--- config.mk ---
export PLATFORM = sky130hd
export DESIGN_NAME = sdramSequencer
export DESIGN_NICKNAME = d
export VERILOG_FILES = /design/src/sdramPkg.sv /design/src/portPkg.sv /design/src/sdramSequencer.sv
export SDC_FILE = /design/constraint.sdc
export NUM_CORES = 1
export LEC_CHECK = 0
export ABC_CLOCK_PERIOD_IN_PS = 3700
export BUFFER_PORTS_ARGS = -buffer_cell sky130_fd_sc_hd__buf_2
export CORE_AREA = 2 2 77 79
export CTS_BUF_LIST = sky130_fd_sc_hd__clkbuf_8 sky130_fd_sc_hd__clkbuf_16
export DETAILED_ROUTE_END_ITERATION = 6
export DIE_AREA = 0 0 79 81
export MAX_ROUTING_LAYER = met4
export PLACE_DENSITY_LB_ADDON = 0.12
export SYNTH_ARGS = -nofsm -noshare
export SYNTH_HDL_FRONTEND = slang
export SYNTH_SLANG_ARGS = --single-unit
--- constraint.sdc ---
create_clock -name CLK -period 3.7 [get_ports CLK]
set_clock_uncertainty 0.2 [all_clocks]
set_input_delay 0.74 -clock CLK [delete_from_list [all_inputs] [get_ports CLK]]
set_output_delay 0.74 -clock CLK [all_outputs]
set_load 0.02 [all_outputs]
--- src/sdramPkg.sv ---
//==========================================================================
// SDRAM device view shared by the controller blocks
// Widths of the 16-bit part, command encodings, fixed timing and the
// address word that is read either flat or as bank, row and column
//==========================================================================
`default_nettype none

package sdramPkg;

    // Device geometry
    localparam int dataW = 16;                 // DQ width
    localparam int bankW = 2;
    localparam int rowW  = 12;                 // Also width of the SA pins
    localparam int colW  = 8;                  // 256 words per page
    localparam int addrW = bankW + rowW + colW; // Linear word address, 22

    // Fixed timing in CLK cycles
    localparam int tRcd       = 2;             // ACTIVE to READ or WRITE
    localparam int casLatency = 3;             // READ to first data

    // {rasN, casN, weN}
    typedef enum logic [2:0] {
        NOP        = 3'b111,
        ACTIVE     = 3'b011,
        READ       = 3'b101,
        WRITE      = 3'b100,
        BURST_STOP = 3'b110,
        PRECHARGE  = 3'b010
    } sdramCmdE;

    typedef struct packed {
        logic [bankW-1:0] bank;                // Top bits of the word
        logic [rowW-1:0]  row;
        logic [colW-1:0]  col;                 // Bottom bits, page offset
    } sdramLocT;

    // Same 22 bits, flat for stepping, split for the command pins
    typedef union packed {
        logic [addrW-1:0] word;
        sdramLocT         loc;
    } sdramAddrU;

    // Everything the controller drives towards the chip, CKE excluded
    typedef struct packed {
        logic             csN;
        sdramCmdE         cmd;
        logic [bankW-1:0] ba;
        logic [rowW-1:0]  sa;
        logic [1:0]       dqm;                 // One bit per byte lane
        logic             dqOe;                // Testbench resolves DQ
    } sdramBusT;

endpackage

`default_nettype wire

--- src/portPkg.sv ---
//==========================================================================
// Port-side definitions
// Per-port ring configuration and the burst request that the arbiter
// hands to the sequencer
//==========================================================================
`default_nettype none

package portPkg;

    localparam int lengthW   = 6;              // Burst 1..32, 0 disables
    localparam int fifoDepth = 64;             // Words per port FIFO
    localparam int levelW    = 7;              // Fill level 0..64

    // Ring bounds and step, one per port
    typedef struct packed {
        logic [sdramPkg::addrW-1:0] startAddr;
        logic [sdramPkg::addrW-1:0] maxAddr;
        logic [lengthW-1:0]         length;
    } portCfgT;

    typedef struct packed {
        sdramPkg::sdramAddrU addr;             // First word of the burst
        logic [lengthW-1:0]  length;
        logic                isWrite;          // 0 means read burst
    } burstReqT;

endpackage

`default_nettype wire

--- src/sdramSequencer.sv ---
//==========================================================================
// Fixed-timing burst sequencer
// ACTIVE, page-mode READ or WRITE, BURST STOP and PRECHARGE at cycles
// counted from burstStart, plus DQM, DQ enable and the FIFO strobes
// Every output comes straight from a register
//==========================================================================
`timescale 1ns/100ps
`default_nettype none

module sdramSequencer (
    input  wire logic               CLK,
    input  wire logic               RESET_N,
    input  wire logic               burstStart,
    input  wire portPkg::burstReqT  burstReq,
    output logic                    burstDone,    // One-cycle pulse
    output logic                    writePop,     // Write FIFO head consumed
    output logic                    readPush,     // dqIn into read FIFO
    output sdramPkg::sdramBusT      sdramBus
);
    import sdramPkg::*;
    import portPkg::*;

    typedef logic [lengthW:0] cntT;            // Holds up to 39

    burstReqT reqQ;                            // Latched request
    logic     busy;
    cntT      cycleCnt;                        // Cycle now on the pins
    cntT      nextCnt;                         // Cycle being prepared
    cntT      len;

    // Cycle markers of the running burst
    cntT rwCycle;
    cntT wrLast;
    cntT stopCycle;
    cntT preCycle;
    cntT rdFirst;
    cntT rdLast;
    cntT doneCycle;

    sdramBusT busNext;
    logic     popNext;
    logic     pushNext;
    logic     doneNext;

    assign len       = cntT'(reqQ.length);
    assign nextCnt   = cycleCnt + 1'b1;
    assign rwCycle   = cntT'(tRcd);
    assign wrLast    = rwCycle + len - 1'b1;
    assign stopCycle = rwCycle + len;          // Same cycle for both directions
    assign preCycle  = stopCycle + 2'd2;
    assign rdFirst   = cntT'(tRcd + casLatency);
    assign rdLast    = rdFirst + len - 1'b1;
    assign doneCycle = rdFirst + len + 2'd2;

    //======================================================================
    // Next pin state
    //======================================================================
    always_comb
    begin
        busNext  = '{csN: 1'b1, cmd: NOP, ba: '0, sa: '0, dqm: 2'b11, dqOe: 1'b0};
        popNext  = 1'b0;
        pushNext = 1'b0;
        doneNext = 1'b0;
        if (burstStart)
        begin
            busNext.csN = 1'b0;                // Cycle 0, open the row
            busNext.cmd = ACTIVE;
            busNext.ba  = burstReq.addr.loc.bank;
            busNext.sa  = burstReq.addr.loc.row;
        end
        else if (busy)
        begin
            busNext.csN = 1'b0;
            busNext.ba  = reqQ.addr.loc.bank;
            if (nextCnt == rwCycle)
            begin
                busNext.cmd = reqQ.isWrite ? WRITE : READ;
                busNext.sa  = rowW'(reqQ.addr.loc.col); // A10 low, no auto precharge
            end
            else if (nextCnt == stopCycle)
            begin
                busNext.cmd = BURST_STOP;      // Ends the full-page burst
            end
            else if (nextCnt == preCycle)
            begin
                busNext.cmd = PRECHARGE;       // A10 low, this bank only
            end
            popNext  = reqQ.isWrite && (nextCnt >= rwCycle) && (nextCnt <= wrLast);
            pushNext = !reqQ.isWrite && (nextCnt >= rdFirst) && (nextCnt <= rdLast);
            busNext.dqOe = popNext;
            busNext.dqm  = (popNext || pushNext) ? 2'b00 : 2'b11;
            doneNext     = (nextCnt == doneCycle);
        end
    end

    //======================================================================
    // Registers
    //======================================================================
    always_ff @(posedge CLK or negedge RESET_N)
    begin
        if (!RESET_N)
        begin
            busy      <= 1'b0;
            cycleCnt  <= '0;
            sdramBus  <= '{csN: 1'b1, cmd: NOP, ba: '0, sa: '0, dqm: 2'b11, dqOe: 1'b0};
            writePop  <= 1'b0;
            readPush  <= 1'b0;
            burstDone <= 1'b0;
        end
        else
        begin
            if (burstStart)
                busy <= 1'b1;
            else if (doneNext)
                busy <= 1'b0;                  // Done cycle is the last one
            if (burstStart)
                cycleCnt <= '0;
            else if (busy)
                cycleCnt <= nextCnt;
            sdramBus  <= busNext;
            writePop  <= popNext;
            readPush  <= pushNext;
            burstDone <= doneNext;
        end
    end

    // Request copy for the rest of the burst
    always_ff @(posedge CLK)
    begin
        if (burstStart)
            reqQ <= burstReq;
    end

endmodule

`default_nettype wire

# ---- After elaboration in Yosys (flattened, before gate mapping)
# Index checks and enable logic that the tools add are counted.
dict set report classes {
  n_addsub 7
  magnitude_cmp 4
  n_eq_ne 4
  mux 19
  n_reduce_logical 8
}
# cell count
set ops {}
lappend ops {{7-bit == test} 3}
lappend ops {{21-bit two-way mux} 1}
lappend ops {{18-bit two-way mux} 1}
lappend ops {{7-bit by 2-bit adder with 7-bit output (second input constant)} 2}
lappend ops {{7-bit <= comparator} 2}
lappend ops {{7-bit two-way mux} 2}
lappend ops {{7-bit by 1-bit subtractor with 7-bit output (second input constant)} 2}
lappend ops {{3-bit two-way mux} 4}
lappend ops {{1-bit two-way mux} 9}
lappend ops {{8-bit two-way mux} 1}
lappend ops {{2-bit by 6-bit adder with 7-bit output (first input constant)} 1}
lappend ops {{3-bit by 6-bit adder with 7-bit output (first input constant)} 1}
lappend ops {{7-bit by 1-bit adder with 7-bit output (second input constant)} 1}
lappend ops {{7-bit by 2-bit == test with 1-bit output (second input constant)} 1}
lappend ops {{7-bit by 2-bit greater-or-equal comparator with 1-bit output (second input constant)} 1}
lappend ops {{7-bit by 3-bit greater-or-equal comparator with 1-bit output (second input constant)} 1}
lappend ops {{1-bit logical AND} 4}
lappend ops {{2-bit nonzero test} 2}
lappend ops {{2-bit two-way mux} 1}
lappend ops {{1-bit logical NOT} 1}
lappend ops {{1-bit logical OR} 1}
dict set report totals {
  ff_bits 61
  inputBits 32
  output_inout_bits 24
  word_cells 56
}

# ---- Longest topological paths before layout
dict set report depth {
  ltp_word 8
  depth_mapped 14
  ltp_nobuf 12
}

# ---- Least setup slack after synthesis
# Ideal clock, no wire load.
dict set report synth_path {
  path_kind {reg-to-reg}
  startpoint {reg reqQ, in the netlist len[2]}
  endpoint {reg readPush}
  setup_time_ps 119
  t_arrival_ps 2703
  path_slack_ps 678
  stages_incl_launch_ff 14
  n_path_buf 1
  period_less_slack_ps 3022
  cell_sequence {edfxtp_1 clkbuf_1 inv_1 ha_1 a21oi_1 xnor2_1 nor3b_1 nand3_1 xor2_1 ha_1 o21a_1 o22ai_1 a21o_1 and2_1}
}
dict set report synth_via {
  elab_chain_len 6
}
# item line_no
set synth_lines {}
lappend synth_lines {{from (decl)} sdramSequencer.sv:25} ;# burstReqT reqQ;
lappend synth_lines {{from (signal assigned)} sdramSequencer.sv:131} ;# reqQ <= burstReq;
lappend synth_lines {{3-bit by 6-bit adder with 7-bit output} sdramSequencer.sv:52} ;# assign rdLast = rdFirst + len - 1'b1;
lappend synth_lines {{7-bit by 1-bit subtractor with 7-bit output} sdramSequencer.sv:52}
lappend synth_lines {{7-bit <= comparator} sdramSequencer.sv:89} ;# pushNext = !reqQ.isWrite && (nextCnt >= rdFirst) && (nextCnt <= rdLast);
lappend synth_lines {{1-bit logical AND} sdramSequencer.sv:89}
lappend synth_lines {{1-bit two-way mux} sdramSequencer.sv:71} ;# else if (busy)
lappend synth_lines {{1-bit two-way mux} sdramSequencer.sv:64} ;# if (burstStart)
lappend synth_lines {{via pushNext} sdramSequencer.sv:42} ;# logic pushNext;
lappend synth_lines {{to (signal assigned)} sdramSequencer.sv:122} ;# readPush <= pushNext;
lappend synth_lines {{to (decl)} sdramSequencer.sv:17} ;# output logic readPush,
# The timed path passes the listed nets, and every way through them passes these cells.
# A chain may end at the register's enable or synchronous reset.

# ---- Worst setup path in the final report
dict set report layout_path {
  startpoint {reg reqQ, in the netlist len[0]}
  endpoint {reg readPush}
}
# Same word-level chain as after synthesis.

==> results.md <==
* Fraction of registers with async set/reset at 0.6383
* Initial antenna violation count at 0
* Total power at 1.474 mW
* Final #Nets at roughly 390
* Router iterations before antenna repair at 4
* Status: finished clean
* Routed vias at 2,174
* CP max-delay cell: edfxtp_1
* Post-Synth Simple-Gate Area at 0.1537
* Num Clock Sinks at 47
* Mapped Cells at 284
* Largest family of logic cells by synthesized area: XOR/XNOR gates
* Non-filler cells, final at 406
* Syn_area_per_cell at 10.67 µm²
* Yosys top cell area share at 0.2065
* Critical path arrival at 3.21 ns
* Hold Fails Final Rpt at 0
* Flop2flop setup slack at approximately 0.55 ns
* HP Class: primary input to async pin
* Largest net degree at the start of global routing at 42
* Final setup fails at 0
* Drt total wl at 6236 µm
* Initial DRC count at 100
* Synth Area in Compound Gates at 0.1099
* Crit path cell chain: ha_1, o21ai_0, xor2_1, nor3b_1, xor2_1, ha_1, o21a_1, o22ai_1, a21o_1, and2_1
* Fill cells at 493
* Critical R2R Capture: readPush
* Fmax at 317.4 MHz
* Sum Neg Setup Slack at 0 ns
* Cell count of the worst reg-to-reg path at 10
* Dpl cell area at 0.003333 mm²
* Critical Path Fanout Max at 10
* First-pass GRT wire length at 10,230 µm
* Worst VDD drop at 0.2784 mV
* Proportion of synthesized area in mux cells at 0.01322
* Layout area overhead at 14.50%
* Fin crit share at 0.8515
* Die footprint at 0.006399 mm²
* CTS tree: done
* Site Rows at 28
* IO Count at 56
* Clk_lat worst skew at 0.31 ns
* Design area at 0.003468 mm²
* H-tree depth at 2
* CORE AREA at around 0.0057 mm²
* Placed instance count at 398
* Clk slew on worst S/H paths at 0.10 ns
* Overflow after GRT at 0
* Post-cts resize count at 0
* Period minus WS final at 3.151 ns
* Pleak at 1.598 nW
* DRC at 0
* Chip Width at 79 µm
* WS Path Type: flip-flop to flip-flop
* Syn. warnings at 0
* RSZ-0062 raised after global routing: no
* Max Cap Viol at 0
* Mapped Area at 0.003029 mm²
* Worst r2r src: len[0]
* Register area share after synthesis at 0.4184
* HPWL after DPL at 4615 µm
* Root Buffer: clkbuf_8
* Yosys top cell by area: dfrtp_1
* PD cells at roughly 430 mW/mm²
* CP Launch Type: flip-flop
* Post-synthesis register bit count at 47
* Antenna fix cells at 0
* Routability Congestion at 0.8996
* CP startpoint: len[0]
* Fin. max-slew vios at 0
* Final core utilization at 0.6111
* Adder-Cell Fraction of Synth Area at 0.1033
* Post-DR wirelength/cell at approximately 15 µm
* CP Capture Type: flip-flop
* Synth cell types at 54
* Via/cell ratio at 5.355
* Post-DRT Antenna Nets at 0
* Post-Synth XOR/XNOR Area at 0.1541
* Worst-Margin Slew at about 0.64 ns
* GRT Total Usage at 0.2125
* Layout cells sized above 1 at 0.2447
* Ys flop type: dfrtp_1
* Vias in the first global route at approximately 2,200
* Syn_nets at 341
* Hold_buf cts at 0
* I/O Buffers at 55
* Worst Path Required at 3.76 ns
* Worst setup path endpoint: readPush
* Area contributors post-synth: dfrtp_1 21%, edfxtp_1 17%, ha_1 10%
* EDFF count, synth at 17
* Die H at around 81 µm
* Relative slew slack at 0.5710
* TritonCTS Buffers at 5
* Largest stage delay, worst path at 0.55 ns
* Bufs on Longest Clock Path at 2
* Initial Util at 0.5337
* Post-CTS Setup Repair Bufs at 0
[final cells by class]
class / instances / area, µm² / share of cell area
timing repair buffer: 59 / 305.3 / 0.08802
tap: 75 / 93.84 / 0.02706
sequential: 47 / 1267 / 0.3654
multi-input combinational: 204 / 1618 / 0.4664
clock inverter: 2 / 41.29 / 0.01190
clock buffer: 6 / 93.84 / 0.02706
inverter: 13 / 48.80 / 0.01407
[stage by stage]
stage	setup WS (ns)	hold slack, ns
5_1_grt	0.3278	0.2811
6_report	0.5495	0.2337
3_3_place_gp	0.6874	0.2469
2_1_floorplan	0.6785	0.2426
3_5_place_dp	0.5686	0.2474
4_1_cts	0.5399	0.2506
[placed cells by master (no fill, tap or decap), types with 6 or more instances in the layout]
| master | n |
|---|---|
| dfrtp_1 | 25 |
| and2_1 | 7 |
| buf_2 | 55 |
| xor2_1 | 21 |
| nand2_1 | 12 |
| o21ai_0 | 6 |
| xnor2_1 | 15 |
| nand3_1 | 13 |
| edfxtp_1 | 17 |
| nor2_1 | 26 |
| inv_1 | 13 |
| ha_1 | 25 |
| a21oi_1 | 7 |
| a22o_1 | 10 |
[cells by family after synthesis]
group | after synthesis
muxes | 4
xor gates and xnor gates | 43
and+or+nand+nor | 87
buffers and inverters | 33
AOI/OAI and AO/OA | 45
DFF | 47
adders and majority gates | 25
[layer usage]
layer | global-route usage | part of all wire
met1 | 0.2716 | 0.46
met4 | 0.07069 | 0.023
met3 | 0.04111 | 0.048
met2 | 0.3432 | 0.47
met5 | - | 0
[worst min path at each step]
stage	start	to	depth (start not counted)	slack [ns]
floorplan	RESET_N	burstDone	0	0.24
finish	RESET_N	readPush	1	0.23
global placement	reqQ[10]	sdramBus[6]	1	0.25
global route	reqQ[28]	sdramBus[16]	1	0.28
detailed placement	reqQ[11]	sdramBus[7]	1	0.25
CTS	RESET_N	readPush	1	0.25
[Yosys cell counts (5+ instances only)]
cell and count:
nor2_1 26, dfrtp_1 25, ha_1 25, xor2_1 21, edfxtp_1 17, xnor2_1 15
inv_1 13, nand3_1 13, nand2_1 12, clkbuf_1 11, a22o_1 10, a21oi_1 7
and2_1 7, o21ai_0 6, dfstp_2 5
[flip-flops by register name, indices dropped and copies added (netlist names)]
register,flops
burstDone,1
len,6
reqQ,11
busy,1
readPush,1
cycleCnt,7
sdramBus,20
[report_power, final]
part	switching [mW]	internal [mW]	leakage, nW
Combinational	0.230	0.177	0.989
Sequential	0.0355	0.588	0.541
Clock	0.196	0.247	0.0685
[critical path, delay by kind of cell (launching register included)]
family,cells,cell delay (ns)
compound gates,4,0.64
xor+xnor,2,0.64
fa+ha+maj,2,0.60
flops,1,0.55
simple gates,2,0.45
Note: power is estimated with default switching activity, not from simulation.
