**config.mk**
```make
export PLATFORM = sky130hd
export DESIGN_NAME = burstFifo
export DESIGN_NICKNAME = d
export VERILOG_FILES = /design/src/sdramPkg.sv /design/src/portPkg.sv /design/src/burstFifo.sv
export SDC_FILE = /design/constraint.sdc
export NUM_CORES = 1
export LEC_CHECK = 0
export BUFFER_PORTS_ARGS = -buffer_cell sky130_fd_sc_hd__buf_2
export CORE_AREA = 5 5 266 268
export CTS_BUF_LIST = sky130_fd_sc_hd__clkbuf_2
export DETAILED_ROUTE_END_ITERATION = 6
export DIE_AREA = 0 0 271 273
export GPL_TIMING_DRIVEN = 0
export PLACE_DENSITY = 0.76
export REMOVE_ABC_BUFFERS = 1
export SLEW_MARGIN = 40
export SYNTH_ARGS = -nofsm -noshare
export SYNTH_HDL_FRONTEND = slang
export SYNTH_SLANG_ARGS = --single-unit
```
**constraint.sdc**
```tcl
create_clock -name CLK -period 2.9 [get_ports CLK]
set_clock_uncertainty 0.05 [all_clocks]
set_input_delay 0.29 -clock CLK [delete_from_list [all_inputs] [get_ports CLK]]
set_output_delay 0.29 -clock CLK [all_outputs]
set_load 0.005 [all_outputs]
```
**src/sdramPkg.sv**
```systemverilog
//==========================================================================
// SDRAM device view shared by the controller blocks
// Widths of the 16-bit part, command encodings, fixed timing and the
// address word that is read either flat or as bank, row and column
//==========================================================================
`default_nettype none

package sdramPkg;

    // Device geometry
    localparam int dataW = 16;                 // DQ width
    localparam int bankW = 2;
    localparam int rowW  = 12;                 // Also width of the SA pins
    localparam int colW  = 8;                  // 256 words per page
    localparam int addrW = bankW + rowW + colW; // Linear word address, 22

    // Fixed timing in CLK cycles
    localparam int tRcd       = 2;             // ACTIVE to READ or WRITE
    localparam int casLatency = 3;             // READ to first data

    // {rasN, casN, weN}
    typedef enum logic [2:0] {
        NOP        = 3'b111,
        ACTIVE     = 3'b011,
        READ       = 3'b101,
        WRITE      = 3'b100,
        BURST_STOP = 3'b110,
        PRECHARGE  = 3'b010
    } sdramCmdE;

    typedef struct packed {
        logic [bankW-1:0] bank;                // Top bits of the word
        logic [rowW-1:0]  row;
        logic [colW-1:0]  col;                 // Bottom bits, page offset
    } sdramLocT;

    // Same 22 bits, flat for stepping, split for the command pins
    typedef union packed {
        logic [addrW-1:0] word;
        sdramLocT         loc;
    } sdramAddrU;

    // Everything the controller drives towards the chip, CKE excluded
    typedef struct packed {
        logic             csN;
        sdramCmdE         cmd;
        logic [bankW-1:0] ba;
        logic [rowW-1:0]  sa;
        logic [1:0]       dqm;                 // One bit per byte lane
        logic             dqOe;                // Testbench resolves DQ
    } sdramBusT;

endpackage

`default_nettype wire

```
**src/portPkg.sv**
```systemverilog
//==========================================================================
// Port-side definitions
// Per-port ring configuration and the burst request that the arbiter
// hands to the sequencer
//==========================================================================
`default_nettype none

package portPkg;

    localparam int lengthW   = 6;              // Burst 1..32, 0 disables
    localparam int fifoDepth = 64;             // Words per port FIFO
    localparam int levelW    = 7;              // Fill level 0..64

    // Ring bounds and step, one per port
    typedef struct packed {
        logic [sdramPkg::addrW-1:0] startAddr;
        logic [sdramPkg::addrW-1:0] maxAddr;
        logic [lengthW-1:0]         length;
    } portCfgT;

    typedef struct packed {
        sdramPkg::sdramAddrU addr;             // First word of the burst
        logic [lengthW-1:0]  length;
        logic                isWrite;          // 0 means read burst
    } burstReqT;

endpackage

`default_nettype wire

```
**src/burstFifo.sv**
```systemverilog
//==========================================================================
// Synchronous show-ahead FIFO of 64 words
// Head word is valid whenever level is non-zero; clear empties it
// Used as write FIFO and as read FIFO of the controller
//==========================================================================
`timescale 1ns/100ps
`default_nettype none

module burstFifo (
    input  wire logic                        CLK,
    input  wire logic                        RESET_N,
    input  wire logic                        clear,     // Sync flush
    input  wire logic                        push,
    input  wire logic [sdramPkg::dataW-1:0]  pushData,
    input  wire logic                        pop,
    output logic      [sdramPkg::dataW-1:0]  headData,  // Show-ahead
    output logic      [portPkg::levelW-1:0]  level
);
    import sdramPkg::*;
    import portPkg::*;

    logic [dataW-1:0]  mem [fifoDepth];
    logic [levelW-2:0] wrPtr;                  // Wraps at fifoDepth
    logic [levelW-2:0] rdPtr;

    assign headData = mem[rdPtr];

    // Storage
    always_ff @(posedge CLK)
    begin
        if (push && !clear)
            mem[wrPtr] <= pushData;
    end

    // Pointers and fill level
    always_ff @(posedge CLK or negedge RESET_N)
    begin
        if (!RESET_N)
        begin
            wrPtr <= '0;
            rdPtr <= '0;
            level <= '0;
        end
        else if (clear)
        begin
            wrPtr <= '0;
            rdPtr <= '0;
            level <= '0;                       // Pending push is dropped
        end
        else
        begin
            if (push)
                wrPtr <= wrPtr + 1'b1;
            if (pop)
                rdPtr <= rdPtr + 1'b1;
            if (push && !pop)
                level <= level + 1'b1;
            else if (pop && !push)
                level <= level - 1'b1;
        end
    end

endmodule

`default_nettype wire

```
Word-level counts from Yosys, hierarchy flattened
Memory sizes are Yosys's and may differ from the RTL's.
Cells that the tools add are included.
{ "totals": {"reg_bits": 19, "output_inout_bits": 23, "memories": 1, "mem_bits_rw": 1024, "inputBits": 21, "elab_cells": 26} }
{ "mem_list": {"columns": ["name", "depth", "width", "read_ports", "rd_ports_with_merged_regs", "write_ports", "line_no", "rtl"], "rows": [
  ["mem", 64, 16, 1, 0, 1, "burstFifo.sv:22", "logic [dataW-1:0] mem [fifoDepth];"]
]} }
{ "op_classes": {"muxes": 9, "n_reduce_logical": 9, "add_sub_neg": 4} }
{ "op_table": {"columns": ["op", "count"], "rows": [
  ["$mux 6", 4],
  ["$mux 7", 3],
  ["$add 6x1->6 const B", 2],
  ["$add 7x1->7 const B", 1],
  ["$sub 7x1->7 const B", 1],
  ["$reduce_bool 2->1", 2],
  ["$logic_and 1x1->1", 3],
  ["$logic_not 1->1", 3],
  ["$reduce_bool 3->1", 1],
  ["$mux 1", 2]
]} }

Longest topological paths before layout
Gate-level depths: netlist of the first run.
{ "logic_depth": {"ltp_word": 5, "ltp_mapped": 10, "mapped_depth_nobuf": 9} }

Least setup slack after synthesis of the first run
No wires, ideal clock.
{ "synth_path": {"path_kind": "input-to-reg", "startpoint": "in push", "endpoint": "mem mem[63][0] (enable)", "required_ns": 2.461, "arrival_ns": 1.948, "path_slack_ns": 0.513, "cell_stages": 5, "n_path_buf": 2, "setup_ns": 0.389, "path_cell_list": "clkbuf_1 -> nand4_1 -> or2_2 -> clkbuf_1 -> nor2_1"} }
{ "synth_via": {"elab_chain_len": 3} }
{ "synth_lines": {"columns": ["item", "line_no", "rtl"], "rows": [
  ["from (decl)", "burstFifo.sv:13", "input wire logic push,"],
  ["$logic_and 1x1->1", "burstFifo.sv:31", "if (push && !clear)"],
  ["$mux 1", "burstFifo.sv:31", null],
  ["$mux 1 (implied by the code)", "burstFifo.sv:32", "mem[wrPtr] <= pushData;"],
  ["to (decl)", "burstFifo.sv:22", null]
]} }
Every way passes these cells.

Worst setup path in the final report of the first run
{ "layout_path": {"startpoint": "reg rdPtr[0]", "endpoint": "out headData[3] (netlist bit)"} }
{ "layout_via": {"elab_chain_len": 1} }
{ "layout_lines": {"columns": ["item", "line_no", "rtl"], "rows": [
  ["from (decl)", "burstFifo.sv:24", "logic [levelW-2:0] rdPtr;"],
  ["from (signal assigned)", "burstFifo.sv:55", "rdPtr <= rdPtr + 1'b1;"],
  ["$mem_v2 64x16", null, null],
  ["to (decl)", "burstFifo.sv:16", "output logic [sdramPkg::dataW-1:0] headData,"]
]} }
Every way passes these cells.

==> metrics.txt, run 1 <==
largest net degree at the start of global routing 65; Arrival @ worst endpoint 4450 ps; final hold vios 0; synthesis-to-finish area growth 19.96%; top-area cell type share of the netlist area 76.10%; Core Region 68110 µm²; Critical Path End headData[3]; endpoint class of the critical path output port; initial antenna violation count 2; register area share after synthesis 77.28%; DRT iter0 DRCs 3275; final period utilization 165.1%; Unique masters post-synth 46; wire per inst 33.20 µm; CP required 2560 ps; max-slew violation count 0; RSZ-0062 raised after global routing true; remaining antenna violation count 0; reg2reg start wrPtr[3]; H-tree Lvls 4; fin util 71.18%; Fmax 208.9 MHz; first-pass GRT wire length 153.6 mm; Worst Path Max Fanout 6; Setup CP Type reg2out; Rel. slew slack 32.72%; CTS tree yes; Synth area leader edfxtp_1; Worst Max-Slew Pin Slew 1009 ps; I/O pin count 44; Post-Syn Area 40410 µm²; WL final 112.1 mm; # rows 96; Post-Synthesis Cells 1929; Detailed Place HPWL 56.07 mm; critical path startpoint rdPtr[0]; #FFs+latches synth 1043; Clock Latency Late Sink 1590 ps; total power 0.02822 W; failing checks negative setup slack; Longest Clk Path Bufs 3; R2R setup slack 240 ps; drc violations 0; Post-synth top cells edfxtp_1, mux4_2, mux2i_1, nor2_1, a211oi_1; nets 2348; share of cells above drive strength 1 41.05%; die width 271 µm; EDFF count, synth 1024; worst r2r path cells 2; GR Util All Layers 28.68%; die extent in y 273 µm; synthesized area per cell 20.95 µm²; endpoints failing setup 16; Power Dens Cells 582.2 nW/µm²; fillers 3609; most used standard cell by instance count after synthesis edfxtp_1; Placed Cells 2816; vias in the first global route 22930; CP Launch Type flip-flop; fin cells 3377; DR vias/cell 6.779; status complete, but fails checks; via count 22890; asr flop ratio synth 1.822%; Multi-input gate area 10360 µm²; top post-synthesis cells by area edfxtp_1, mux4_2, mux2i_1, dfrtp_1, a211oi_1; max_cap viols 0; ys flop type edfxtp_1; r2r endpoint mem[59][8]; clk slew on worst S/H paths 120 ps; Yosys warning count 0; CTS buffer count 228; Initial Util 59.33%; total grt overflow 0; total die area 73980 µm²; WHS 185.6 ps; Period minus WS final 4788 ps; Max VDD drop 0.5049 mV; final worst setup slack -1888 ps; CTS Sinks 1043; Lkg Pwr 15.39 nW; Root Driver clkbuf_2; Port Buffer Count 43; Setup WS pre-CTS -1823 ps; GPL Wtd Cong 0.8606; Hold WC Path Type in2reg; register area 31240 µm²; first-pass iteration count of the detailed router 6
-- registers in the layout, summed over array words and instances, names as in the netlist --
register	count
rdPtr	6
wrPtr	6
level	7
mem	1024
-- kinds of logic after synthesis --
kind of cell    share of synthesized area [%]
flops                                   77.28
mux                                     15.20
compound gates                          3.555
simple gates                            1.901
buf+inv                                 1.530
xor+xnor                               0.2384
fa+ha+maj                              0.2973
-- placed cells by master, fill, tap and decap left out, types with 10 or more instances in the layout --
cell | Yosys | layout
mux2i_4 | 0 | 11
clkinv_1 | 0 | 43
buf_8 | 0 | 27
mux2i_2 | 0 | 11
clkinv_2 | 0 | 11
buf_12 | 0 | 22
a211oi_2 | 0 | 28
o221ai_1 | 18 | 15
buf_6 | 11 | 11
nor2_4 | 0 | 66
a21oi_1 | 41 | 21
dlygate4sd3_1 | 0 | 44
nor2_1 | 90 | 24
edfxtp_1 | 1024 | 1024
dfrtp_1 | 19 | 15
buf_2 | 35 | 28
clkbuf_2 | 0 | 339
a22oi_2 | 0 | 10
a22oi_1 | 27 | 17
a211oi_4 | 0 | 15
buf_4 | 20 | 72
o22ai_4 | 0 | 13
buf_16 | 0 | 47
nand2_1 | 21 | 14
a21oi_2 | 0 | 16
mux2i_1 | 175 | 153
o22ai_1 | 46 | 18
mux4_2 | 193 | 193
o22ai_2 | 0 | 15
-- power by group --
| group | total (W) | leakage (nW) | switching [W] | internal, W |
|---|---|---|---|---|
| registers | 0.0166 | 9.46 | 0.0000393 | 0.0166 |
| logic | 0.00252 | 4.36 | 0.00134 | 0.00118 |
| clock network | 0.00910 | 1.58 | 0.00578 | 0.00331 |
-- layout make-up --
type / instances / share of cell area (%)
well taps: 882 / 2.277
clock buffers: 339 / 3.500
clock inverters: 65 / 0.6969
diodes: 3 / 0.01549
multi-input cells: 779 / 21.37
inverters: 4 / 0.03097
flip-flops and latches: 1043 / 64.45
repair buffers: 262 / 7.658
-- per-layer routing --
metal | track usage (%) | vias up | wire length [µm]
li1 | - | 8995 | -
met1 | 37.23 | 11490 | 36990
met2 | 45.67 | 1917 | 53840
met3 | 7.691 | 485 | 14080
met4 | 14.27 | 0 | 7203
met5 | 0 | - | 0
-- metrics by stage --
step | TNS, ps | instance area, µm²
5_1_grt | -29020 | 48470
2_1_floorplan | -211510 | 39800
3_5_place_dp | -23170 | 42930
4_1_cts | -25890 | 47850
3_3_place_gp | -531610 | 41120
6_report | -27730 | 48470
-- worst max-delay path, stage by stage (launching register included) --
cell and delay [ps]:
dfrtp_4 520, buf_12 140, buf_16 140, buf_16 150
buf_16 140, nand3b_1 140, buf_6 130, buf_12 120
buf_12 150, o22ai_4 80, a211oi_4 500, a21oi_1 210
o21ai_2 280, a21oi_2 90, buf_2 160
-- worst min path at each step --
stage | start | end | cells past startpoint
floorplan | RESET_N | level[0] | 0
global placement | RESET_N | level[6] | 1
detailed placement | RESET_N | level[4] | 1
CTS | pop | level[5] | 6
global route | push | mem[59][13] | 4
finish | pop | level[5] | 6
-- what timing repair did --
action | 4_1_cts | 5_1_grt
resized for setup | 204 | 63
cloned | 16 | 4
pin swaps | 52 | 32
buffers inserted | 56 | 16
endpoints found under the setup margin | 16 | 17
hold buffers | 61 | 1
hold endpoints to repair | 1595 | 16
Note: power is estimated with default switching activity, not from simulation.
==> run 2: changes to the inputs <==
--- a/config.mk
+++ b/config.mk
@@ -5,7 +5,7 @@
 export SDC_FILE = /design/constraint.sdc
 export NUM_CORES = 1
 export LEC_CHECK = 0
-export BUFFER_PORTS_ARGS = -buffer_cell sky130_fd_sc_hd__buf_2
+export BUFFER_PORTS_ARGS = -buffer_cell sky130_fd_sc_hd__buf_4
 export CORE_AREA = 5 5 266 268
 export CTS_BUF_LIST = sky130_fd_sc_hd__clkbuf_2
 export DETAILED_ROUTE_END_ITERATION = 6
==> metrics.txt, run 2 (synthesized netlist as in run 1, its figures left out) <==
DRT iter0 DRCs 2834; failing checks negative setup slack; RSZ-0062 raised after global routing true; Root Driver clkbuf_2; GR Util All Layers 28.81%; vias in the first global route 23010; max reg flops 1024; GPL Wtd Cong 0.8991; CP Launch Type flip-flop; DP Area 42850 µm²; first-pass iteration count of the detailed router 5; Detailed Place HPWL 55.74 mm; most common cell after layout, fill and taps aside edfxtp_1; Worst Path Max Fanout 18; Longest Clk Path Bufs 3; CTS Sinks 1043; most frequent cells in the layout edfxtp_1, clkbuf_2, mux4_2; share of cells above drive strength 1 40.84%; total die area 73980 µm²; Hold Path Depth 6; remaining antenna violation count 0; synthesis-to-finish area growth 19.70%; clk slew on worst S/H paths 120 ps; largest net degree at the start of global routing 65; Initial Util 59.33%; Most flops, register mem; status complete, but fails checks; max_cap viols 0; Port Buffer Count 43; biggest regs mem: 1024 flops, level: 7 flops; WL final 108.1 mm; I/O pin count 44; endpoint class of the critical path output port; Max VDD drop 0.5339 mV; # rows 96; Rel. slew slack 40.47%; Arrival @ worst endpoint 4170 ps; fillers 3746; final worst setup slack -1606 ps; DR vias/cell 6.623; final hold vios 0; H-tree Lvls 4; Final Cell Area 48370 µm²; Core Region 68110 µm²; via count 22410; Worst Max-Slew Pin Slew 893.0 ps; Hold Path Sink level[5]; die extent in y 273 µm; Fmax 221.9 MHz; initial antenna violation count 1; first-pass GRT wire length 154.3 mm; wire per inst 31.96 µm; Worst Hold Launch pop; Setup CP Type reg2out; Power Dens Cells 590.2 nW/µm²; endpoints failing setup 47; final period utilization 155.4%; drc violations 0; worst r2r path cells 3; reg2reg start wrPtr[1]; CP required 2560 ps; max-slew violation count 0; WHS 313.6 ps; Period minus WS final 4506 ps; nets 2343; Hold WC Path Type in2reg; r2r endpoint mem[31][15]; CTS tree yes; CTS buffer count 235; R2R setup slack 320 ps; Clock Latency Late Sink 1410 ps; die width 271 µm; Lkg Pwr 15.37 nW; total grt overflow 0
## run 2: cell types whose count changed in the layout (fill, tap and decap cells not counted), moves of 8 or more
cell and change:
clkinv_1 +15, o22ai_1 +8, o22ai_4 -9, buf_4 +30, buf_2 -27, mux2i_1 -11
## run 2: critical path, cell delays in order (launching register included)
cell and delay (ps):
dfrtp_4 630, buf_16 260, nand3b_1 210, buf_4 270, o22ai_1 270, a211oi_1 160, o21ai_1 370, nand3_2 230
a21oi_4 210, buf_4 140
## run 2: area by class of cell
type                       instances  area [µm²]  area share (%)
tap                              882        1104           2.282
sequential                      1043       31240           64.59
clock inverter                    82       467.9          0.9675
multi-input combinational        779       10350           21.40
timing repair buffer             250        3477           7.189
inverter                           4       15.01         0.03104
antenna                            1       2.502        0.005174
clock buffer                     342        1712           3.539
## run 2: through the flow
step | setup TNS [ps] | utilization, % | power (W) | setup slack [ps] | cells
2_1_floorplan | -211510 | - | 0.01850 | -10430 | 1822
6_report | -25030 | 71.02 | 0.02854 | -1606 | 3383
5_1_grt | -26920 | 71.02 | 0.02968 | -1714 | 3383
3_5_place_dp | -19510 | 62.92 | 0.01884 | -1626 | 2810
3_3_place_gp | -448030 | 60.54 | 0.01939 | -17240 | 2747
4_1_cts | -25530 | 70.20 | 0.02831 | -1612 | 3357
## run 2: power by group
| group | switching, W | internal [W] | total, W |
|---|---|---|---|
| clock | 0.00577 | 0.00362 | 0.00939 |
| combinational | 0.00133 | 0.00122 | 0.00254 |
| sequential | 0.0000405 | 0.0166 | 0.0166 |
## run 2: worst max-delay path by stage
stage	start	endpoint	slack (ps)	cells past startpoint
after floorplan	rdPtr[0]	headData[0]	-10430	6
after global placement	rdPtr[0]	headData[3]	-17240	7
after detailed placement	rdPtr[0]	headData[7]	-1630	12
after CTS	rdPtr[0]	headData[3]	-1610	11
after global routing	rdPtr[0]	headData[8]	-1710	11
final	rdPtr[3]	headData[8]	-1610	9
## run 2: repair_timing
action | 4_1_cts | 5_1_grt
pin swaps | 47 | 25
buffers inserted | 47 | 19
hold buffers | 61 | 1
resized for setup | 218 | 49
cloned | 15 | 4
endpoints found under the hold margin | 1834 | 19
endpoints found under the setup margin | 16 | 16
## run 2: metal layers
metal	wire length, µm	track usage, %
met1	37190	37.75
met2	53490	45.97
met3	12240	7.147
met4	5212	14.30
met5	0	0
