## src/sdramPkg.sv

```systemverilog
//==========================================================================
// SDRAM device view shared by the controller blocks
// Widths of the 16-bit part, command encodings, fixed timing and the
// address word that is read either flat or as bank, row and column
//==========================================================================
`default_nettype none

package sdramPkg;

    // Device geometry
    localparam int dataW = 16;                 // DQ width
    localparam int bankW = 2;
    localparam int rowW  = 12;                 // Also width of the SA pins
    localparam int colW  = 8;                  // 256 words per page
    localparam int addrW = bankW + rowW + colW; // Linear word address, 22

    // Fixed timing in CLK cycles
    localparam int tRcd       = 2;             // ACTIVE to READ or WRITE
    localparam int casLatency = 3;             // READ to first data

    // {rasN, casN, weN}
    typedef enum logic [2:0] {
        NOP        = 3'b111,
        ACTIVE     = 3'b011,
        READ       = 3'b101,
        WRITE      = 3'b100,
        BURST_STOP = 3'b110,
        PRECHARGE  = 3'b010
    } sdramCmdE;

    typedef struct packed {
        logic [bankW-1:0] bank;                // Top bits of the word
        logic [rowW-1:0]  row;
        logic [colW-1:0]  col;                 // Bottom bits, page offset
    } sdramLocT;

    // Same 22 bits, flat for stepping, split for the command pins
    typedef union packed {
        logic [addrW-1:0] word;
        sdramLocT         loc;
    } sdramAddrU;

    // Everything the controller drives towards the chip, CKE excluded
    typedef struct packed {
        logic             csN;
        sdramCmdE         cmd;
        logic [bankW-1:0] ba;
        logic [rowW-1:0]  sa;
        logic [1:0]       dqm;                 // One bit per byte lane
        logic             dqOe;                // Testbench resolves DQ
    } sdramBusT;

endpackage

`default_nettype wire

```

## src/portPkg.sv

```systemverilog
//==========================================================================
// Port-side definitions
// Per-port ring configuration and the burst request that the arbiter
// hands to the sequencer
//==========================================================================
`default_nettype none

package portPkg;

    localparam int lengthW   = 6;              // Burst 1..32, 0 disables
    localparam int fifoDepth = 64;             // Words per port FIFO
    localparam int levelW    = 7;              // Fill level 0..64

    // Ring bounds and step, one per port
    typedef struct packed {
        logic [sdramPkg::addrW-1:0] startAddr;
        logic [sdramPkg::addrW-1:0] maxAddr;
        logic [lengthW-1:0]         length;
    } portCfgT;

    typedef struct packed {
        sdramPkg::sdramAddrU addr;             // First word of the burst
        logic [lengthW-1:0]  length;
        logic                isWrite;          // 0 means read burst
    } burstReqT;

endpackage

`default_nettype wire

```

## src/burstArbiter.sv

```systemverilog
//==========================================================================
// Burst arbiter for the write and read port
// Write goes first once a full burst is buffered, else read while the
// read FIFO is short of one burst. One request in flight at a time,
// with an idle cycle after every burstDone
//==========================================================================
`timescale 1ns/100ps
`default_nettype none

module burstArbiter (
    input  wire logic                         CLK,
    input  wire logic                         RESET_N,
    input  wire portPkg::portCfgT             writeCfg,
    input  wire portPkg::portCfgT             readCfg,
    input  wire sdramPkg::sdramAddrU          writeAddr,   // Ring heads
    input  wire sdramPkg::sdramAddrU          readAddr,
    input  wire logic [portPkg::levelW-1:0]   writeLevel,
    input  wire logic [portPkg::levelW-1:0]   readLevel,
    input  wire logic                         anyClear,    // Hold off starts
    input  wire logic                         burstDone,
    output logic                              burstStart,  // One-cycle pulse
    output portPkg::burstReqT                 burstReq     // Held to done
);
    import portPkg::*;

    logic busy;                                // Start issued, no done yet
    logic writeReady;
    logic readReady;
    logic launch;

    //======================================================================
    // Qualification
    //======================================================================
    assign writeReady = (writeCfg.length != '0) &&
                        (writeLevel >= levelW'(writeCfg.length));
    assign readReady  = readLevel < levelW'(readCfg.length); // 0 never
    assign launch     = !busy && !anyClear && (writeReady || readReady);

    //======================================================================
    // Start pulse and busy flag
    //======================================================================
    always_ff @(posedge CLK or negedge RESET_N)
    begin
        if (!RESET_N)
        begin
            burstStart <= 1'b0;
            busy       <= 1'b0;
        end
        else
        begin
            burstStart <= launch;
            if (launch)
                busy <= 1'b1;
            else if (burstDone)
                busy <= 1'b0;                  // Next look one cycle later
        end
    end

    // Request captured with the start
    always_ff @(posedge CLK)
    begin
        if (launch)
        begin
            if (writeReady)
            begin
                burstReq.addr    <= writeAddr;
                burstReq.length  <= writeCfg.length;
                burstReq.isWrite <= 1'b1;
            end
            else
            begin
                burstReq.addr    <= readAddr;
                burstReq.length  <= readCfg.length;
                burstReq.isWrite <= 1'b0;
            end
        end
    end

endmodule

`default_nettype wire

```

## config.mk

```make
export PLATFORM = sky130hd
export DESIGN_NAME = burstArbiter
export DESIGN_NICKNAME = d
export VERILOG_FILES = /design/src/sdramPkg.sv /design/src/portPkg.sv /design/src/burstArbiter.sv
export SDC_FILE = /design/constraint.sdc
export NUM_CORES = 1
export LEC_CHECK = 0
export ABC_AREA = 1
export BUFFER_PORTS_ARGS = -buffer_cell sky130_fd_sc_hd__buf_4
export CORE_MARGIN = 4
export CORE_UTILIZATION = 35
export DETAILED_ROUTE_END_ITERATION = 10
export GPL_TIMING_DRIVEN = 0
export HOLD_SLACK_MARGIN = 0.03
export PLACE_DENSITY = 0.84
export SLEW_MARGIN = 20
export SYNTH_ARGS = -nofsm -noshare
export SYNTH_HDL_FRONTEND = slang
export SYNTH_SLANG_ARGS = --single-unit
```

## constraint.sdc

```tcl
create_clock -name CLK -period 4.29 [get_ports CLK]
set_clock_uncertainty 0.05 [all_clocks]
set_input_delay 0.6435 -clock CLK [delete_from_list [all_inputs] [get_ports CLK]]
set_output_delay 0.6435 -clock CLK [all_outputs]
set_load 0.01 [all_outputs]
```

* Word level (Yosys, flattened, before mapping)
Index checks and enable logic that the tools add are counted.
Word-level totals: register bits after elaboration 31, bits of input ports 162, output and inout bits 30, logic and storage cells 18
Operators by class: magnitude comparators 2, muxes and demuxes 3, reductions and logical operators 8
Operators by type and width (count):
- $mux W29 | 1
- $ge A7 B6 Y1 | 1
- $lt A7 B6 Y1 | 1
- $reduce_bool A6 Y1 | 1
- $logic_and A1 B1 Y1 | 3
- $logic_not A1 Y1 | 2
- $mux W1 | 2
- $reduce_bool A2 Y1 | 1
- $logic_or A1 B1 Y1 | 1

* Logic depth before layout (Yosys ltp)
Gate-level depths: netlist of run 1.
depth after elaboration 5, mapped depth 13, mapped depth without buffers 12

* Worst setup path before layout of run 1
OpenSTA, ideal clock, no wires.
path type in2reg, start point input port writeCfg[5] (netlist bit), end point register burstReq[0] (netlist bit) (enable), library setup time 0.384 ns, arrival 2.067 ns, data required time 3.856 ns, slack 1.789 ns, stages 10, path buffers 0, path through inv_1 -> ha_1 -> inv_1 -> nor3_1 -> nand2_1 -> nand2_2 -> nand2_4 -> nand2_1 -> nand2_1 -> inv_1
Between the ends: word-level cells in the longest chain between the ends 4, elaborated cells on any way between the ends 5, those cells by class order compare (1); reduce/logical (4)
RTL lines:
- start, declared | line burstArbiter.sv:13 | input wire portPkg::portCfgT writeCfg,
- $ge A7 B6 Y1 or $reduce_bool A6 Y1 (tied branches) | line burstArbiter.sv:35, burstArbiter.sv:34
- $logic_and A1 B1 Y1 (*) | line burstArbiter.sv:34 | assign writeReady = (writeCfg.length != '0) &&
- $logic_or A1 B1 Y1 (*) | line burstArbiter.sv:37 | assign launch = !busy && !anyClear && (writeReady || readReady);
- $logic_and A1 B1 Y1 (*) | line burstArbiter.sv:37
- via launch | line burstArbiter.sv:29 | logic launch;
- end, declared | line burstArbiter.sv:22 | output portPkg::burstReqT burstReq
The timed path passes the listed nets; every way through them passes the cells marked *. A chain may end at the register's enable or synchronous reset.

* Worst setup path in the final report of run 1
start point input port writeCfg[4] (netlist bit), end point register burstReq[19] (netlist bit) (enable)
Same word-level chain as after synthesis.

==> results of run 1 <==
worst reg2reg max path: stages (launching register included):
cell,delay (ps)
dfrtp_1,350
nor2_1,40
nand2_1,80
clkinv_1,770
worst max path at each step:
stage / from / endpoint / slack (ps) / cells after the start
final: writeCfg[4] / burstReq[19]$_DFFE_PP_ / 1470 / 11
after global routing: writeCfg[4] / burstReq[17]$_DFFE_PP_ / 1200 / 11
after CTS: writeCfg[4] / burstReq[17]$_DFFE_PP_ / 1630 / 11
after detailed placement: writeCfg[4] / burstReq[12]$_DFFE_PP_ / 1340 / 11
after global placement: writeCfg[4] / burstReq[12]$_DFFE_PP_ / 1370 / 11
after floorplan: writeCfg[5] / burstReq[0]$_DFFE_PP_ / 1790 / 10
per-stage QoR:
| stage | hold WS [ps] | cell area (sq um) | setup slack [ps] | instances |
|---|---|---|---|---|
| floorplan | 297.9 | 1640 | 1789 | 180 |
| global placement | 375.9 | 2479 | 1372 | 335 |
| detailed placement | 377.9 | 2479 | 1341 | 335 |
| CTS | 82.51 | 2556 | 1634 | 342 |
| global route | 80.51 | 2556 | 1203 | 342 |
| finish | 94.17 | 2556 | 1470 | 342 |
Yosys cell counts (all sizes together):
cell / n / share of area
nand2: 95 / 0.22
edfxtp: 29 / 0.53
inv: 19 / 0.043
ha: 11 / 0.084
buf: 5 / 0.027
nor2: 5 / 0.011
o21ai: 5 / 0.015
a21oi: 3 / 0.011
dfrtp: 2 / 0.031
a31oi: 1 / 0.0038
nand3: 1 / 0.0030
nand4: 1 / 0.0038
nor3: 1 / 0.0030
nor3b: 1 / 0.0046
or2: 1 / 0.0038
final cells by class:
cell class / count / area share
timing repair buffer: 103 / 0.3025
multi-input combinational: 125 / 0.2359
clock inverter: 2 / 0.003426
buffer: 5 / 0.01762
inverter: 19 / 0.02790
clock buffer: 5 / 0.02692
tap: 52 / 0.02545
sequential: 31 / 0.3603
power breakdown:
part | switching [mW] | internal, mW | total, mW
Sequential | 0.00740 | 0.372 | 0.380
Combinational | 0.0935 | 0.102 | 0.195
Clock | 0.0958 | 0.108 | 0.203
kinds of logic (layout without fill, tap and decap cells):
family                     count (synthesis)  count (layout)  synth area share
buffers and inverters                     24             134           0.07093
AOI/OAI and AO/OA                          9               9           0.03051
DFF                                       31              31            0.5614
and+or+nand+nor                          105             105            0.2532
adders and majority gates                 11              11           0.08390
per-layer routing:
layer / wire length (microns) / GRT usage / vias up
met3: 333 / 0.04846 / 5
met2: 2096 / 0.2671 / 69
met4: 52 / 0.04348 / 0
met1: 1622 / 0.1601 / 662
met5: 0 / 0 / -
li1: - / - / 790
registers in the layout, indices dropped and copies added (netlist names):
| signal | flops |
|---|---|
| busy | 1 |
| burstReq | 29 |
| burstStart | 1 |
==> results.cfg, run 1 <==
[sta]
timing.final.hold_violations = 0
headroom_to_the_max_slew_limit = 0.3301
fin_crit_ps = 2820
worstMarginPinSlew_ps = 998.7
final-max-slew-violation-count = 0
rsz0062_at_grt = no
fmaxAchievable_mhz = 354.6
final.period_utilization = 0.6573
tns_ps = 0
setup_violations = 0

[setup_path]
crit_type = in2reg
crit_buf_inv = 3
crit_path_cell_trace = buf_4 -> inv_1 -> ha_1 -> nand2_1 -> nand2_1 -> a21oi_2 -> nand2_2 -> nand2_4 -> nand2_1 -> nand2_1 -> clkinv_1
critical-path-top-cell-by-count = nand2_1
cp_slowest_cell = clkinv_1
cp_data_required_time_ps = 3950
critical_path_arrival_ps = 2480
setup.worst_path.start_class = input port
family_with_the_most_delay_on_the_worst_path = buffers and inverters
logic_depth_of_the_worst_register_to_register_path = 3
end_of_the_worst_register_to_register_path = burstReq[19]$_DFFE_PP_
end_kind = flip-flop
r2r_setup_slack_ps = 2420
r2r_start = busy$_DFFE_PN0P_
critical_path.max_fanout = 30
critical_path.max_stage_delay_ps = 770

[finish]
final_cell_mix = buf_4, nand2_1, edfxtp_1
layout-drive-gt1-share = 0.4069
layout.core_utilization = 0.5752
antennaDiodeCount = 0
layout.area.seq_sq_um = 920.9
nFillCells = 426
most_common_library_cell_in_the_layout_ignoring_fill_and_taps = buf_4
final_net_count = 463
multiInputGateArea_sq_um = 603.1
flow.area_growth_from_synthesis_pct = 55.84

[global_route]
antenna_violations_before_repair = 0
track_usage = 0.1464
vias_in_the_first_global_route = 1542
grt_start_max_net_pins = 31
globalRouteOverflowTotal = 0
grt_first_pass_wirelength_mm = 6.872

[floorplanning]
die_span_in_y_microns = 76.46
core.rowCount = 24
pin_count = 192
die-width_microns = 76.46
die_area_sq_um = 5846
core_area_sq_um = 4444
start_util = 0.3691

[logic_synthesis]
post_syn_nets = 353
yosysUniqueCellTypes = 20
ys_warns = 0
syn-cell-area_sq_um = 1640
synth-seq-area-share = 0.5614
synth-seq-cells = 31
syn_avg_cell_area_sq_um = 9.113
post_synth_inst_count = 180

[power_and_ir_drop]
p_per_area_nw_per_um2 = 304.5
p_total_uw = 778.5
static-leakage-power_nw = 1.335
max-vdd-ir-drop_uv = 118.6

[clock_network]
cts_repair_resize_count = 0
numCtsBuffers = 5
post_cts.repair.setup_buffers = 0
cts_num_sinks = 31
clkLatencyLatePin_ps = 270
hold_fix_buffer_count_after_cts = 0
clock_path_buffers = 2
tritoncts = done
clk_transition_reported_paths_ps = 60
root_buffer_cell = clkbuf_8
clock_tree.htree_level_count = 2

[flow_run]
timing.max_cap.violations = 0

[detailed_routing]
wl_mm = 4.104
vias_per_cell = 4.462
drt-pass1-iter-count = 4
routedWlPerCell_microns = 12.00
detailroute.via_count = 1526
remaining_drc_errors = 0
detail-route-antenna-nets = 0
drt_first_iter_violations = 45

[place]
port_buffers = 103
dp.final_hpwl_mm = 3.383
gp_congestion = 0.7121

[min_path]
worstHoldPathType = in2async

[outcome]
status = finished clean
Power figures use the tool's default switching activity.
==> run 2, diff against run 1 <==
- CORE_UTILIZATION: 35 -> 30
- PLACE_DENSITY: 0.84 -> 0.77
- clock period: 4.29 -> 2.3 ns (I/O delays scaled with it)
==> run 2 against run 1 <==
  * Sequential power increased by 86%
  * Non-clock buffer count rose by 1
  * Routed wire length increased by 7.7%
  * Sequential share of layout area down 0.61 points
  * Power grew 88%
  * Cell count rose by 5.8%
  * Critical path type unchanged
==> results.cfg, run 2 (synthesis gave the netlist of run 1 again) <==
[outcome]
status = finished clean

[setup_path]
r2r_start = busy$_DFFE_PN0P_
r2r_setup_slack_ps = 920
cp_data_required_time_ps = 2180
logic_depth_of_the_worst_register_to_register_path = 3
setup.worst_path.start_class = input port
end_of_the_worst_register_to_register_path = burstReq[16]$_DFFE_PP_
critical_path_arrival_ps = 1900
crit_type = in2reg
critical_path.max_fanout = 15
end_kind = flip-flop

[sta]
setup_violations = 0
final-max-slew-violation-count = 0
headroom_to_the_max_slew_limit = 0.7778
hold_slack_ps = 274.6
fmaxAchievable_mhz = 495.7
rsz0062_at_grt = no
final.period_utilization = 0.8771
timing.final.hold_violations = 0
worstMarginPinSlew_ps = 332.6
fin_crit_ps = 2017

[min_path]
worstHoldPathCells = 4
hp-start = burstDone
worstHoldPathType = in2reg
hold_path_endpoint = busy$_DFFE_PN0P_

[finish]
most_common_library_cell_in_the_layout_ignoring_fill_and_taps = buf_4
multiInputGateArea_sq_um = 603.1
largest_registers = burstReq x29, burstStart x1, busy x1
top_register = burstReq
largest_register_ff_count = 29
layout-drive-gt1-share = 0.4110
antennaDiodeCount = 0
flow.area_growth_from_synthesis_pct = 58.50
final_area_sq_um = 2600
layout.area.seq_sq_um = 920.9
nFillCells = 527
final_cell_mix = buf_4, nand2_1, edfxtp_1
final_net_count = 465

[detailed_routing]
detailroute.via_count = 1547
wl_mm = 4.419
remaining_drc_errors = 0
vias_per_cell = 4.273
drt_first_iter_violations = 47
detail-route-antenna-nets = 0
routedWlPerCell_microns = 12.21
drt-pass1-iter-count = 4

[power_and_ir_drop]
static-leakage-power_nw = 1.337
p_clk_frac = 0.261
power.switching_uw = 377.6
seq_power_share = 0.483
max-vdd-ir-drop_uv = 192.4
netSwitchingFraction = 0.2579
internal-power_mw = 1.086
power.share.combinational = 0.255
p_per_area_nw_per_um2 = 563.0

[place]
placement.cell_area_sq_um = 2501
dp.final_hpwl_mm = 3.576
port_buffers = 103
gp_congestion = 0.7451

[global_route]
grt_start_max_net_pins = 31
vias_in_the_first_global_route = 1553
track_usage = 0.1271
grt_first_pass_wirelength_mm = 6.499
grt_most_used_layer = met2
global_route.usage.met3 = 0.04167
met2_usage_in_global_routing = 0.2375
grtUsageMet1 = 0.1292
globalRouteOverflowTotal = 0
antenna_violations_before_repair = 0

[clock_network]
clk_transition_reported_paths_ps = 60
cts_num_sinks = 31
tritoncts = done
clock_tree.htree_level_count = 2
clkLatencyLatePin_ps = 280
clock_path_buffers = 2
numCtsBuffers = 5
root_buffer_cell = clkbuf_8

[flow_run]
timing.max_cap.violations = 0

[floorplanning]
die_span_in_y_microns = 81.95
core.rowCount = 26
die_area_sq_um = 6715
die-width_microns = 81.95
pin_count = 192
core_area_sq_um = 5205
start_util = 0.3151
-- run 2: changes by cell type in the layout (fill, tap and decap cells not counted) --
| cell | change |
|---|---|
| clkinvlp_4 | +2 |
| clkinv_1 | -1 |
| dlygate4sd3_1 | +1 |
-- run 2: cell type report --
class,instances,area share
buffer,5,0.01732
inverter,19,0.02887
timing repair inverter,1,0.002887
multi-input combinational,125,0.2320
clock inverter,2,0.003369
clock buffer,5,0.02647
sequential,31,0.3542
tap,70,0.03369
timing repair buffer,104,0.3013
-- run 2: how the worst max path moves through the flow --
stage,from,end,depth (start not counted)
detailed placement,writeCfg[4],burstReq[10]$_DFFE_PP_,11
global placement,writeCfg[4],burstReq[12]$_DFFE_PP_,11
finish,writeCfg[4],burstReq[16]$_DFFE_PP_,11
global route,writeCfg[2],burstReq[18]$_DFFE_PP_,13
CTS,writeCfg[4],burstReq[18]$_DFFE_PP_,11
floorplan,writeCfg[5],burstReq[0]$_DFFE_PP_,10
-- run 2: per-stage QoR --
step	util	setup WS (ps)	cells	TNS [ps]	total power [mW]
final	0.4995	282.7	362	0	1.464
after CTS	0.4981	95.35	361	0	1.487
after floorplan	-	97.05	180	0	0.8825
after detailed placement	0.4805	-363.9	353	-10720	1.095
after global placement	0.4805	-331.5	353	-9727	1.082
after global routing	0.4995	156.0	362	0	1.558
-- run 2: critical path: stages --
cell        delay [ps]
buf_4              110
inv_1               80
ha_1               250
nand2_1             70
nand2_1             60
a21oi_2            140
nand2_2             90
nand2_4            110
nand2_1             70
nand2_1            200
clkinvlp_4         370
-- run 2: timing repair --
action,in CTS,in global routing
pin swaps,0,0
endpoints found under the hold margin,2,0
gates cloned,0,1
gates resized for setup,1,1
hold buffers,1,0
endpoints found under the setup margin,29,29
buffers inserted,0,0
-- run 2: power groups by stage --
stage | logic [mW] | registers, mW | clock network (mW)
2_1_floorplan | 0.136 | 0.746 | 0
3_3_place_gp | 0.364 | 0.718 | 0
3_5_place_dp | 0.374 | 0.722 | 0
4_1_cts | 0.378 | 0.709 | 0.400
5_1_grt | 0.420 | 0.712 | 0.426
6_report | 0.374 | 0.708 | 0.383
-- run 2: per-layer routing --
metal	wire (microns)	up-vias	share of wire
met5	0	-	0
met3	483	6	0.11
met4	87	0	0.020
met2	2278	74	0.52
met1	1570	670	0.36
li1	-	797	-
